--- src/include/mem_map.svh ---
`ifndef MEM_MAP_SVH
`define MEM_MAP_SVH

// memory-mapped device addresses.

// load returns the free-running cycle counter.
`define HW_COUNTER_ADDR 32'hffff_ff00

// store pushes the low byte into the uart transmit fifo.
`define UART_TX_ADDR 32'hffff_ff04

`endif

--- src/rtl/uart_buffer.sv ---
`timescale 1ns/1ns

module uart_buffer #(
  parameter int UART_DEPTH = 8
) (
  input  logic       clk,
  input  logic       rst,
  input  logic       push,
  input  logic [7:0] push_data,
  output logic       full,
  output logic [7:0] uart_data,
  output logic       uart_valid,
  input  logic       uart_ready
);

  localparam int PTR_W = (UART_DEPTH > 1) ? $clog2(UART_DEPTH) : 1;
  localparam int CNT_W = $clog2(UART_DEPTH + 1);

  logic [7:0]       fifo_mem [UART_DEPTH];
  logic [PTR_W-1:0] wr_ptr;
  logic [PTR_W-1:0] rd_ptr;
  logic [CNT_W-1:0] count;
  logic             do_push;
  logic             do_pop;

  assign full       = (count == CNT_W'(UART_DEPTH));
  assign uart_valid = (count != '0);
  assign uart_data  = fifo_mem[rd_ptr];

  assign do_push = push && !full; // dropped when full.
  assign do_pop  = uart_valid && uart_ready;

  always_ff @(posedge clk) begin
    if (do_push) begin
      fifo_mem[wr_ptr] <= push_data;
    end
  end

  always_ff @(posedge clk) begin
    if (rst) begin
      wr_ptr <= '0;
      rd_ptr <= '0;
      count  <= '0;
    end else begin
      if (do_push) begin
        wr_ptr <= (wr_ptr == PTR_W'(UART_DEPTH - 1)) ? '0 : wr_ptr + 1'b1;
      end
      if (do_pop) begin
        rd_ptr <= (rd_ptr == PTR_W'(UART_DEPTH - 1)) ? '0 : rd_ptr + 1'b1;
      end
      case ({do_push, do_pop})
        2'b10:   count <= count + 1'b1;
        2'b01:   count <= count - 1'b1;
        default: count <= count;
      endcase
    end
  end

endmodule

--- config.mk ---
export PLATFORM = sky130hd
export DESIGN_NAME = uart_buffer
export DESIGN_NICKNAME = d
export VERILOG_FILES = /design/src/include/mem_map.svh /design/src/rtl/uart_buffer.sv
export SDC_FILE = /design/constraint.sdc
export NUM_CORES = 1
export LEC_CHECK = 0
export ABC_AREA = 1
export ABC_CLOCK_PERIOD_IN_PS = 3100
export BUFFER_PORTS_ARGS = -buffer_cell sky130_fd_sc_hd__clkbuf_2
export CELL_PAD_IN_SITES_DETAIL_PLACEMENT = 0
export CELL_PAD_IN_SITES_GLOBAL_PLACEMENT = 1
export CORE_ASPECT_RATIO = 1.4
export CORE_MARGIN = 10
export CORE_UTILIZATION = 30
export CTS_CLUSTER_DIAMETER = 200
export DETAILED_ROUTE_END_ITERATION = 16
export GPL_TIMING_DRIVEN = 0
export HOLD_SLACK_MARGIN = 0.08
export PLACE_DENSITY_LB_ADDON = 0.1
export RECOVER_POWER = 100
export SYNTH_ARGS = -nofsm -noshare
export SYNTH_HDL_FRONTEND = slang
export SYNTH_SLANG_ARGS = --single-unit
--- constraint.sdc ---
create_clock -name clk -period 3.1 [get_ports clk]
set_input_delay 0.775 -clock clk [delete_from_list [all_inputs] [get_ports clk]]
set_output_delay 0.775 -clock clk [all_outputs]
set_load 0.05 [all_outputs]
==> results of run 1 <==
final cells by class:
cell class	instances	area, sq um	area share, %
Sequential cell	77	2180	58.7
Tap cell	138	173	4.64
Buffer	10	91.3	2.46
Multi-Input combinational cell	171	870	23.4
Clock inverter	2	12.5	0.336
Timing Repair Buffer	20	77.6	2.09
Clock buffer	14	254	6.83
Inverter	16	60.1	1.61
per-layer routing:
layer  vias up  share of wire (%)  wire (um)
li1       1012                  -          -
met1       975                 43       3130
met2        32                 51       3720
met3        13                3.3        242
met4         0                2.5        182
met5         -                  0          0
sequential cells by signal, indices dropped and copies added, names as in the netlist, named ones only:
signal,flops
count,4
fifo_mem,64
rd_ptr,3
wr_ptr,3
how the worst min path moves through the flow:
| stage | start | endpoint | slack (ns) | depth (start not counted) |
|---|---|---|---|---|
| finish | rd_ptr[2]$_SDFFE_PP0N_ | flop | 0.50 | 2 |
| global placement | rd_ptr[1]$_SDFFE_PP0N_ | rd_ptr[1]$_SDFFE_PP0N_ | 0.49 | 2 |
| global route | rd_ptr[1]$_SDFFE_PP0N_ | rd_ptr[1]$_SDFFE_PP0N_ | 0.52 | 2 |
| detailed placement | rd_ptr[2]$_SDFFE_PP0N_ | rd_ptr[2]$_SDFFE_PP0N_ | 0.49 | 2 |
| floorplan | rd_ptr[1]$_SDFFE_PP0N_ | flop | 0.46 | 2 |
| CTS | rd_ptr[2]$_SDFFE_PP0N_ | rd_ptr[2]$_SDFFE_PP0N_ | 0.50 | 2 |
cells in the mapped netlist:
cell and n:
edfxtp_1 64, nor2_1 47, nand2_1 44, o21ai_0 21, inv_1 15, o21ai_1 14, dfxtp_1 13, mux2i_1 8
o22ai_1 8, a21oi_1 7, ha_1 7, buf_6 6, nand3_1 5, nor2_2 2, xnor2_1 2, a211oi_1 1
a22oi_1 1, buf_2 1, buf_4 1, clkbuf_1 1, clkbuf_4 1, inv_2 1, nand2_2 1, nand3_2 1
nor3b_2 1, xor2_1 1
logic make-up after synthesis:
logic type	Yosys count
xor gates and xnor gates	3
AOI/OAI and AO/OA	52
adders and majority gates	7
buffers and inverters	26
and+or+nand+nor	101
muxes	8
DFF	77
through the flow:
stage                     total power [mW]  setup slack (ns)  std cells
final                                 3.24             0.363        448
after global routing                  3.44             0.204        448
after CTS                             3.31             0.551        448
after detailed placement              2.36             0.669        432
after global placement                2.35             0.698        432
after floorplan                       2.08             0.787        274
worst max-delay path, cell delays in order (launching register included):
cell and delay, ns:
dfxtp_1 0.47, buf_6 0.22, nor2_1 0.06, nor2_1 0.07, o21ai_1 0.07, o21ai_1 0.09, nand2_1 0.08, nand2_1 0.08
clkbuf_1 0.47
report_power, final:
part           internal, mW  switching, mW
combinational         0.288          0.716
sequential             1.23         0.0581
clock                 0.564          0.388
==> flow_metrics.env, run 1 <==
export IMPL_status="finished, final reports clean"
export IMPL_fin_area_sq_um=3720
export IMPL_final_common_cell="edfxtp_1"
export IMPL_syn_avg_cell_area_sq_um=11.7
export IMPL_coreArea_sq_um=10400
export IMPL_met3_usage_pct=2.22
export IMPL_port_buffers=20
export IMPL_dieArea_sq_um=15300
export IMPL_synth_top_cells_by_area="edfxtp_1, dfxtp_1, nor2_1"
export IMPL_clockBufferDepth=2
export IMPL_grt_pass1_wl_um=11600
export IMPL_grt_pass1_vias=2144
export IMPL_die_y_um=142
export IMPL_synth_top_area_cell="edfxtp_1"
export IMPL_power_density_nw_per_um2=871
export IMPL_end_kind="output port"
export IMPL_synth_top_cell_area_share_pct=59.9
export IMPL_grt_max_degree=13
export IMPL_antenna_found_initial=0
export IMPL_reg2reg_slack_ns=0.89
export IMPL_r2r_start="count[1]$_SDFFE_PP0P_"
export IMPL_ff2ff_path_depth=6
export IMPL_htreeDepth=3
export IMPL_slew_violations=0
export IMPL_hpwl_um=4900
export IMPL_drt_total_wl_um=7280
export IMPL_skew_ns=0.00997
export IMPL_ys_seq_elements=77
export IMPL_fp_dieW_um=107
export IMPL_ys_warn_count=0
export IMPL_ios=22
export IMPL_hold_path_class="flop to flop"
export IMPL_hold_slack_ns=0.499
export IMPL_dr_pass1_iters=4
export IMPL_critical_path_class="flop to output port"
export IMPL_synth_cell_type_count=26
export IMPL_worst_slew_margin_rel_pct=40.2
export IMPL_syn_num_nets=293
export IMPL_critPathLaunchType="flop"
export IMPL_cts_setup_buffers=0
export IMPL_clock_latency_ns=0.33
export IMPL_setup_tns_ns=0
export IMPL_worstPathRequired_ns=2.32
export IMPL_synth_mux_area_share_pct=2.49
export IMPL_cap_violations=0
export IMPL_synth_top_family_by_area="simple AND/OR/NAND/NOR gates"
export IMPL_synth_fa_ha_area_share_pct=2.73
export IMPL_cts_tree="built"
export IMPL_setup_viol=0
export IMPL_path_clk_slew_ns=0.06
export IMPL_final_nets=324
export IMPL_area_growth_pct=15.9
export IMPL_synth_compound_area_share_pct=8.57
export IMPL_synth_seq_area_share_pct=68.0
export IMPL_start_util_pct=30.9
export IMPL_hold_buffers=0
export IMPL_crit_arrival_ns=1.96
export IMPL_synth_xor_area_share_pct=0.818
export IMPL_final_core_util_pct=35.8
export IMPL_netlist_area_sq_um=3210
export IMPL_hold_violations=0
export IMPL_viasPerCell=4.54
export IMPL_layout_common_cells="edfxtp_1, nor2_1, nand2_1"
export IMPL_grtUsageMet2_pct=17.5
export IMPL_grt_usage_pct=10.1
export IMPL_cts_sinks=77
export IMPL_placed_area_sq_um=3480
export IMPL_min_period_over_period_pct=88.3
export IMPL_drt_iter0_markers=78
export IMPL_crit_end="uart_data[5]"
export IMPL_post_route_drc_count=0
export IMPL_drtAntennaViolNets=0
export IMPL_n_fill_cell=1060
export IMPL_worst_pin_slew_ns=0.893
export IMPL_met1_usage_pct=11.3
export IMPL_ctsResizeCount=0
export IMPL_rsz0062_at_grt="no"
export IMPL_grt_busiest_layer="met2"
export IMPL_drive_gt1_share_pct=8.71
export IMPL_period_minus_slack_ns=2.74
export IMPL_max_vdd_ir_drop_v=0.000431
export IMPL_n_antenna_cell=0
export IMPL_via_count=2032
export IMPL_row_count=44
export IMPL_wl_per_cell_um=16.2
export IMPL_r2r_end="fifo_mem[1][5]$_DFFE_PP_"
export IMPL_cts_buffers=9
export IMPL_syn_instance_count=274
export IMPL_root_buffer="clkbuf_16"
export IMPL_finalWeightedCongestion=0.751
export IMPL_timing_fmax_mhz=365
export IMPL_cp_max_fo=10
export IMPL_grt_overflow=0
export IMPL_synthSimpleGateAreaFrac_pct=12.7
export IMPL_leakage_nw=1.34
(Power assumes the default switching activity.)
==> run 2, diff against run 1 <==
- CTS_BUF_LIST: default -> sky130_fd_sc_hd__clkbuf_8
- SKIP_CTS_REPAIR_TIMING: default -> 1
==> flow_metrics.env, run 2 (same netlist as run 1, synthesis figures left out) <==
export IMPL_status="finished, final reports clean"
export IMPL_grt_overflow=0
export IMPL_hpwl_um=4900
export IMPL_htreeDepth=3
export IMPL_final_nets=324
export IMPL_final_common_cell="edfxtp_1"
export IMPL_cts_tree="built"
export IMPL_leakage_nw=1.32
export IMPL_period_minus_slack_ns=2.75
export IMPL_row_count=44
export IMPL_min_period_over_period_pct=88.8
export IMPL_grt_pass1_wl_um=11500
export IMPL_path_clk_slew_ns=0.08
export IMPL_power_density_nw_per_um2=813
export IMPL_p_total_mw=2.95
export IMPL_area_sequential_sq_um=2180
export IMPL_worst_pin_slew_ns=0.899
export IMPL_skew_ns=0.0149
export IMPL_top_regs="fifo_mem: 64 flops, count: 4 flops"
export IMPL_setup_viol=0
export IMPL_critPathLaunchType="flop"
export IMPL_pwr_share_seq_pct=43.6
export IMPL_clkPwrFrac_pct=22.2
export IMPL_cts_buffers=9
export IMPL_via_count=2047
export IMPL_setup_tns_ns=0
export IMPL_hold_violations=0
export IMPL_sw_frac_of_total_pct=38.3
export IMPL_power_internal_mw=1.82
export IMPL_root_buffer="clkbuf_8"
export IMPL_viasPerCell=4.57
export IMPL_crit_arrival_ns=1.98
export IMPL_grt_pass1_vias=2131
export IMPL_finalWeightedCongestion=0.751
export IMPL_coreArea_sq_um=10400
export IMPL_timing_fmax_mhz=363
export IMPL_post_route_drc_count=0
export IMPL_clockBufferDepth=2
export IMPL_grt_max_degree=13
export IMPL_top_register="fifo_mem"
export IMPL_antenna_found_initial=0
export IMPL_multi_input_area_sq_um=870
export IMPL_max_vdd_ir_drop_v=0.000435
export IMPL_drive_gt1_share_pct=9.68
export IMPL_ios=22
export IMPL_fp_dieW_um=107
export IMPL_timing_final_ws_setup_ns=0.347
export IMPL_wl_per_cell_um=16.1
export IMPL_grt_usage_pct=10.0
export IMPL_cts_sinks=77
export IMPL_port_buffers=20
export IMPL_cap_violations=0
export IMPL_cp_max_fo=10
export IMPL_drtAntennaViolNets=0
export IMPL_largest_reg_flops=64
export IMPL_die_y_um=142
export IMPL_clock_latency_ns=0.35
export IMPL_n_fill_cell=1072
export IMPL_drt_total_wl_um=7220
export IMPL_layout_common_cells="edfxtp_1, nor2_1, nand2_1"
export IMPL_worst_slew_margin_rel_pct=39.8
export IMPL_area_growth_pct=12.8
export IMPL_hold_path_class="flop to flop"
export IMPL_n_antenna_cell=0
export IMPL_critical_path_class="flop to output port"
export IMPL_rsz0062_at_grt="no"
export IMPL_worstPathRequired_ns=2.32
export IMPL_power_frac_comb_pct=34.2
export IMPL_slew_violations=0
export IMPL_p_sw_mw=1.13
export IMPL_drt_iter0_markers=78
export IMPL_start_util_pct=30.9
export IMPL_dieArea_sq_um=15300
export IMPL_end_kind="output port"
export IMPL_place_ws_ns=0.669
export IMPL_dr_pass1_iters=4
-- run 2: area by class of cell --
type / instances / share of cell area (%)
Tap cell: 138 / 4.77
Clock inverter: 6 / 0.760
Timing Repair Buffer: 20 / 2.25
Inverter: 16 / 1.66
Buffer: 10 / 2.52
Sequential cell: 77 / 60.2
Multi-Input combinational cell: 171 / 24.0
Clock buffer: 10 / 3.80
-- run 2: critical path: stages (launching register included) --
cell and delay [ns]:
dfxtp_1 0.48, buf_6 0.22, nor2_1 0.06, nor2_1 0.07, o21ai_1 0.07, o21ai_1 0.09
nand2_1 0.08, nand2_1 0.08, clkbuf_1 0.47
-- run 2: final timing paths --
check,slack [ns],to,from,cells after the start
min reg2reg,0.50,flop,rd_ptr[2]$_SDFFE_PP0N_,2
max,0.35,uart_data[5],flop,8
min,0.50,flop,rd_ptr[2]$_SDFFE_PP0N_,2
max reg2reg,0.87,fifo_mem[1][5]$_DFFE_PP_,count[0]$_SDFFE_PP0P_,6
-- run 2: power by group through the flow --
stage | Clock [mW] | Sequential (mW) | Combinational, mW
2_1_floorplan | 0 | 1.29 | 0.786
3_3_place_gp | 0 | 1.31 | 1.05
3_5_place_dp | 0 | 1.31 | 1.05
4_1_cts | 0.671 | 1.29 | 1.05
5_1_grt | 0.704 | 1.30 | 1.14
6_report | 0.655 | 1.28 | 1.01
-- run 2: layer usage --
metal	share of wire, %	GRT usage, %
met2	51	17.5
met1	43	11.1
met3	3.8	2.22
met4	2.0	5.08
met5	0	0
-- run 2: stage by stage --
stage          util, %  area [sq um]  hold slack, ns  cells
2_1_floorplan        -          3210           0.463    274
4_1_cts           35.1          3650           0.505    448
3_5_place_dp      33.5          3480           0.494    432
6_report          34.8          3620           0.499    448
3_3_place_gp      33.5          3480           0.488    432
5_1_grt           34.8          3620           0.526    448
==> run 3, diff against run 2 <==
- REMOVE_ABC_BUFFERS: default -> 1
==> flow_metrics.env, run 3 (same netlist as run 1, synthesis figures left out) <==
export IMPL_grt_max_degree=34
export IMPL_top_register="fifo_mem"
export IMPL_period_minus_slack_ns=2.81
export IMPL_post_route_drc_count=0
export IMPL_setup_viol=0
export IMPL_drive_gt1_share_pct=9.63
export IMPL_coreArea_sq_um=10400
export IMPL_critical_path_class="flop to output port"
export IMPL_n_fill_cell=1060
export IMPL_die_y_um=142
export IMPL_cts_tree="built"
export IMPL_slowest_delay_ns=0.62
export IMPL_timing_critical_path_buf_inv=2
export IMPL_critPathLaunchType="flop"
export IMPL_n_antenna_cell=0
export IMPL_rsz0062_at_grt="no"
export IMPL_final_common_cell="edfxtp_1"
export IMPL_power_density_nw_per_um2=807
export IMPL_antenna_found_initial=0
export IMPL_drt_total_wl_um=6610
export IMPL_start_util_pct=30.9
export IMPL_skew_ns=0.00740
export IMPL_placed_area_sq_um=3400
export IMPL_path_delay_family="flip-flops"
export IMPL_clockBufferDepth=2
export IMPL_ios=22
export IMPL_dr_pass1_iters=4
export IMPL_via_count=1942
export IMPL_grt_pass1_wl_um=10300
export IMPL_min_period_over_period_pct=90.5
export IMPL_wl_per_cell_um=15.1
export IMPL_final_nets=315
export IMPL_cap_violations=0
export IMPL_slew_violations=0
export IMPL_grt_pass1_vias=1909
export IMPL_area_growth_pct=10.7
export IMPL_setup_tns_ns=0
export IMPL_dieArea_sq_um=15300
export IMPL_slowest_stage="dfxtp_4"
export IMPL_layout_common_cells="edfxtp_1, nor2_1, nand2_1"
export IMPL_row_count=44
export IMPL_fp_dieW_um=107
export IMPL_worstPathRequired_ns=2.32
export IMPL_leakage_nw=1.29
export IMPL_drtAntennaViolNets=0
export IMPL_hpwl_um=4150
export IMPL_drt_iter0_markers=77
export IMPL_timing_fmax_mhz=356
export IMPL_crit_arrival_ns=2.03
export IMPL_largest_reg_flops=64
export IMPL_root_buffer="clkbuf_8"
export IMPL_top_regs="fifo_mem: 64 flops, count: 4 flops"
export IMPL_cts_buffers=9
export IMPL_grt_usage_pct=9.03
export IMPL_cts_sinks=77
export IMPL_port_buffers=21
export IMPL_max_vdd_ir_drop_v=0.000362
export IMPL_fin_area_sq_um=3550
export IMPL_viasPerCell=4.42
export IMPL_worst_pin_slew_ns=1.02
export IMPL_crit_top_cell="nand2_1"
export IMPL_grt_overflow=0
export IMPL_path_clk_slew_ns=0.06
export IMPL_hold_violations=0
export IMPL_cp_max_fo=33
export IMPL_clock_latency_ns=0.34
export IMPL_hold_path_class="flop to flop"
export IMPL_status="finished, final reports clean"
export IMPL_end_kind="output port"
export IMPL_htreeDepth=3
export IMPL_finalWeightedCongestion=0.697
export IMPL_cp_cell_sequence="inv_2 -> o21ai_0 -> o21ai_1 -> nand2_1 -> nand2_1 -> clkbuf_2"
export IMPL_worst_slew_margin_rel_pct=32.0
-- run 3: final timing paths --
kind | start | end | slack, ns | cells past startpoint
min reg2reg | rd_ptr[1]$_SDFFE_PP0N_ | flop | 0.51 | 2
min | rd_ptr[1]$_SDFFE_PP0N_ | flop | 0.51 | 2
max reg2reg | count[1]$_SDFFE_PP0P_ | fifo_mem[5][4]$_DFFE_PP_ | 0.93 | 6
max | flop | uart_data[3] | 0.29 | 6
-- run 3: metrics by stage --
stage | cells | hold WS (ns) | util, % | total power [mW] | setup WS (ns)
CTS | 439 | 0.521 | 34.3 | 2.94 | -0.138
global placement | 423 | 0.484 | 32.6 | 2.28 | -0.488
floorplan | 264 | 0.455 | - | 2.02 | 0.504
detailed placement | 423 | 0.500 | 32.7 | 2.28 | 0.245
global route | 439 | 0.545 | 34.2 | 3.07 | 0.0566
finish | 439 | 0.513 | 34.2 | 2.87 | 0.293
-- run 3: routing by layer --
| metal | vias up | track usage [%] | part of all wire [%] |
|---|---|---|---|
| li1 | 994 | - | - |
| met4 | 0 | 6.21 | 2.8 |
| met5 | - | 0 | 0 |
| met1 | 911 | 10.3 | 44 |
| met3 | 14 | 1.72 | 2.9 |
| met2 | 23 | 14.9 | 50 |
-- run 3: report_power, final --
| group | total [mW] | leakage [nW] | internal [mW] | switching (mW) |
|---|---|---|---|---|
| registers | 1.35 | 0.689 | 1.23 | 0.121 |
| clock network | 0.647 | 0.104 | 0.322 | 0.325 |
| logic | 0.869 | 0.502 | 0.253 | 0.616 |
-- run 3: final cells by class --
cell class / instances / area (sq um) / share of cell area, %
clock buffers: 11 / 151 / 4.26
well taps: 138 / 173 / 4.86
inverters: 16 / 60.1 / 1.69
multi-input cells: 171 / 870 / 24.5
flip-flops and latches: 77 / 2190 / 61.5
clock inverters: 5 / 20.0 / 0.563
repair buffers: 21 / 92.6 / 2.61
-- run 3: worst register-to-register path, cell delays in order (launching register included) --
cell	delay, ns
dfxtp_1	0.40
nor2_1	0.10
nand3_2	0.09
nand2_1	0.19
nor2_1	0.19
inv_1	0.10
nor2_1	0.73
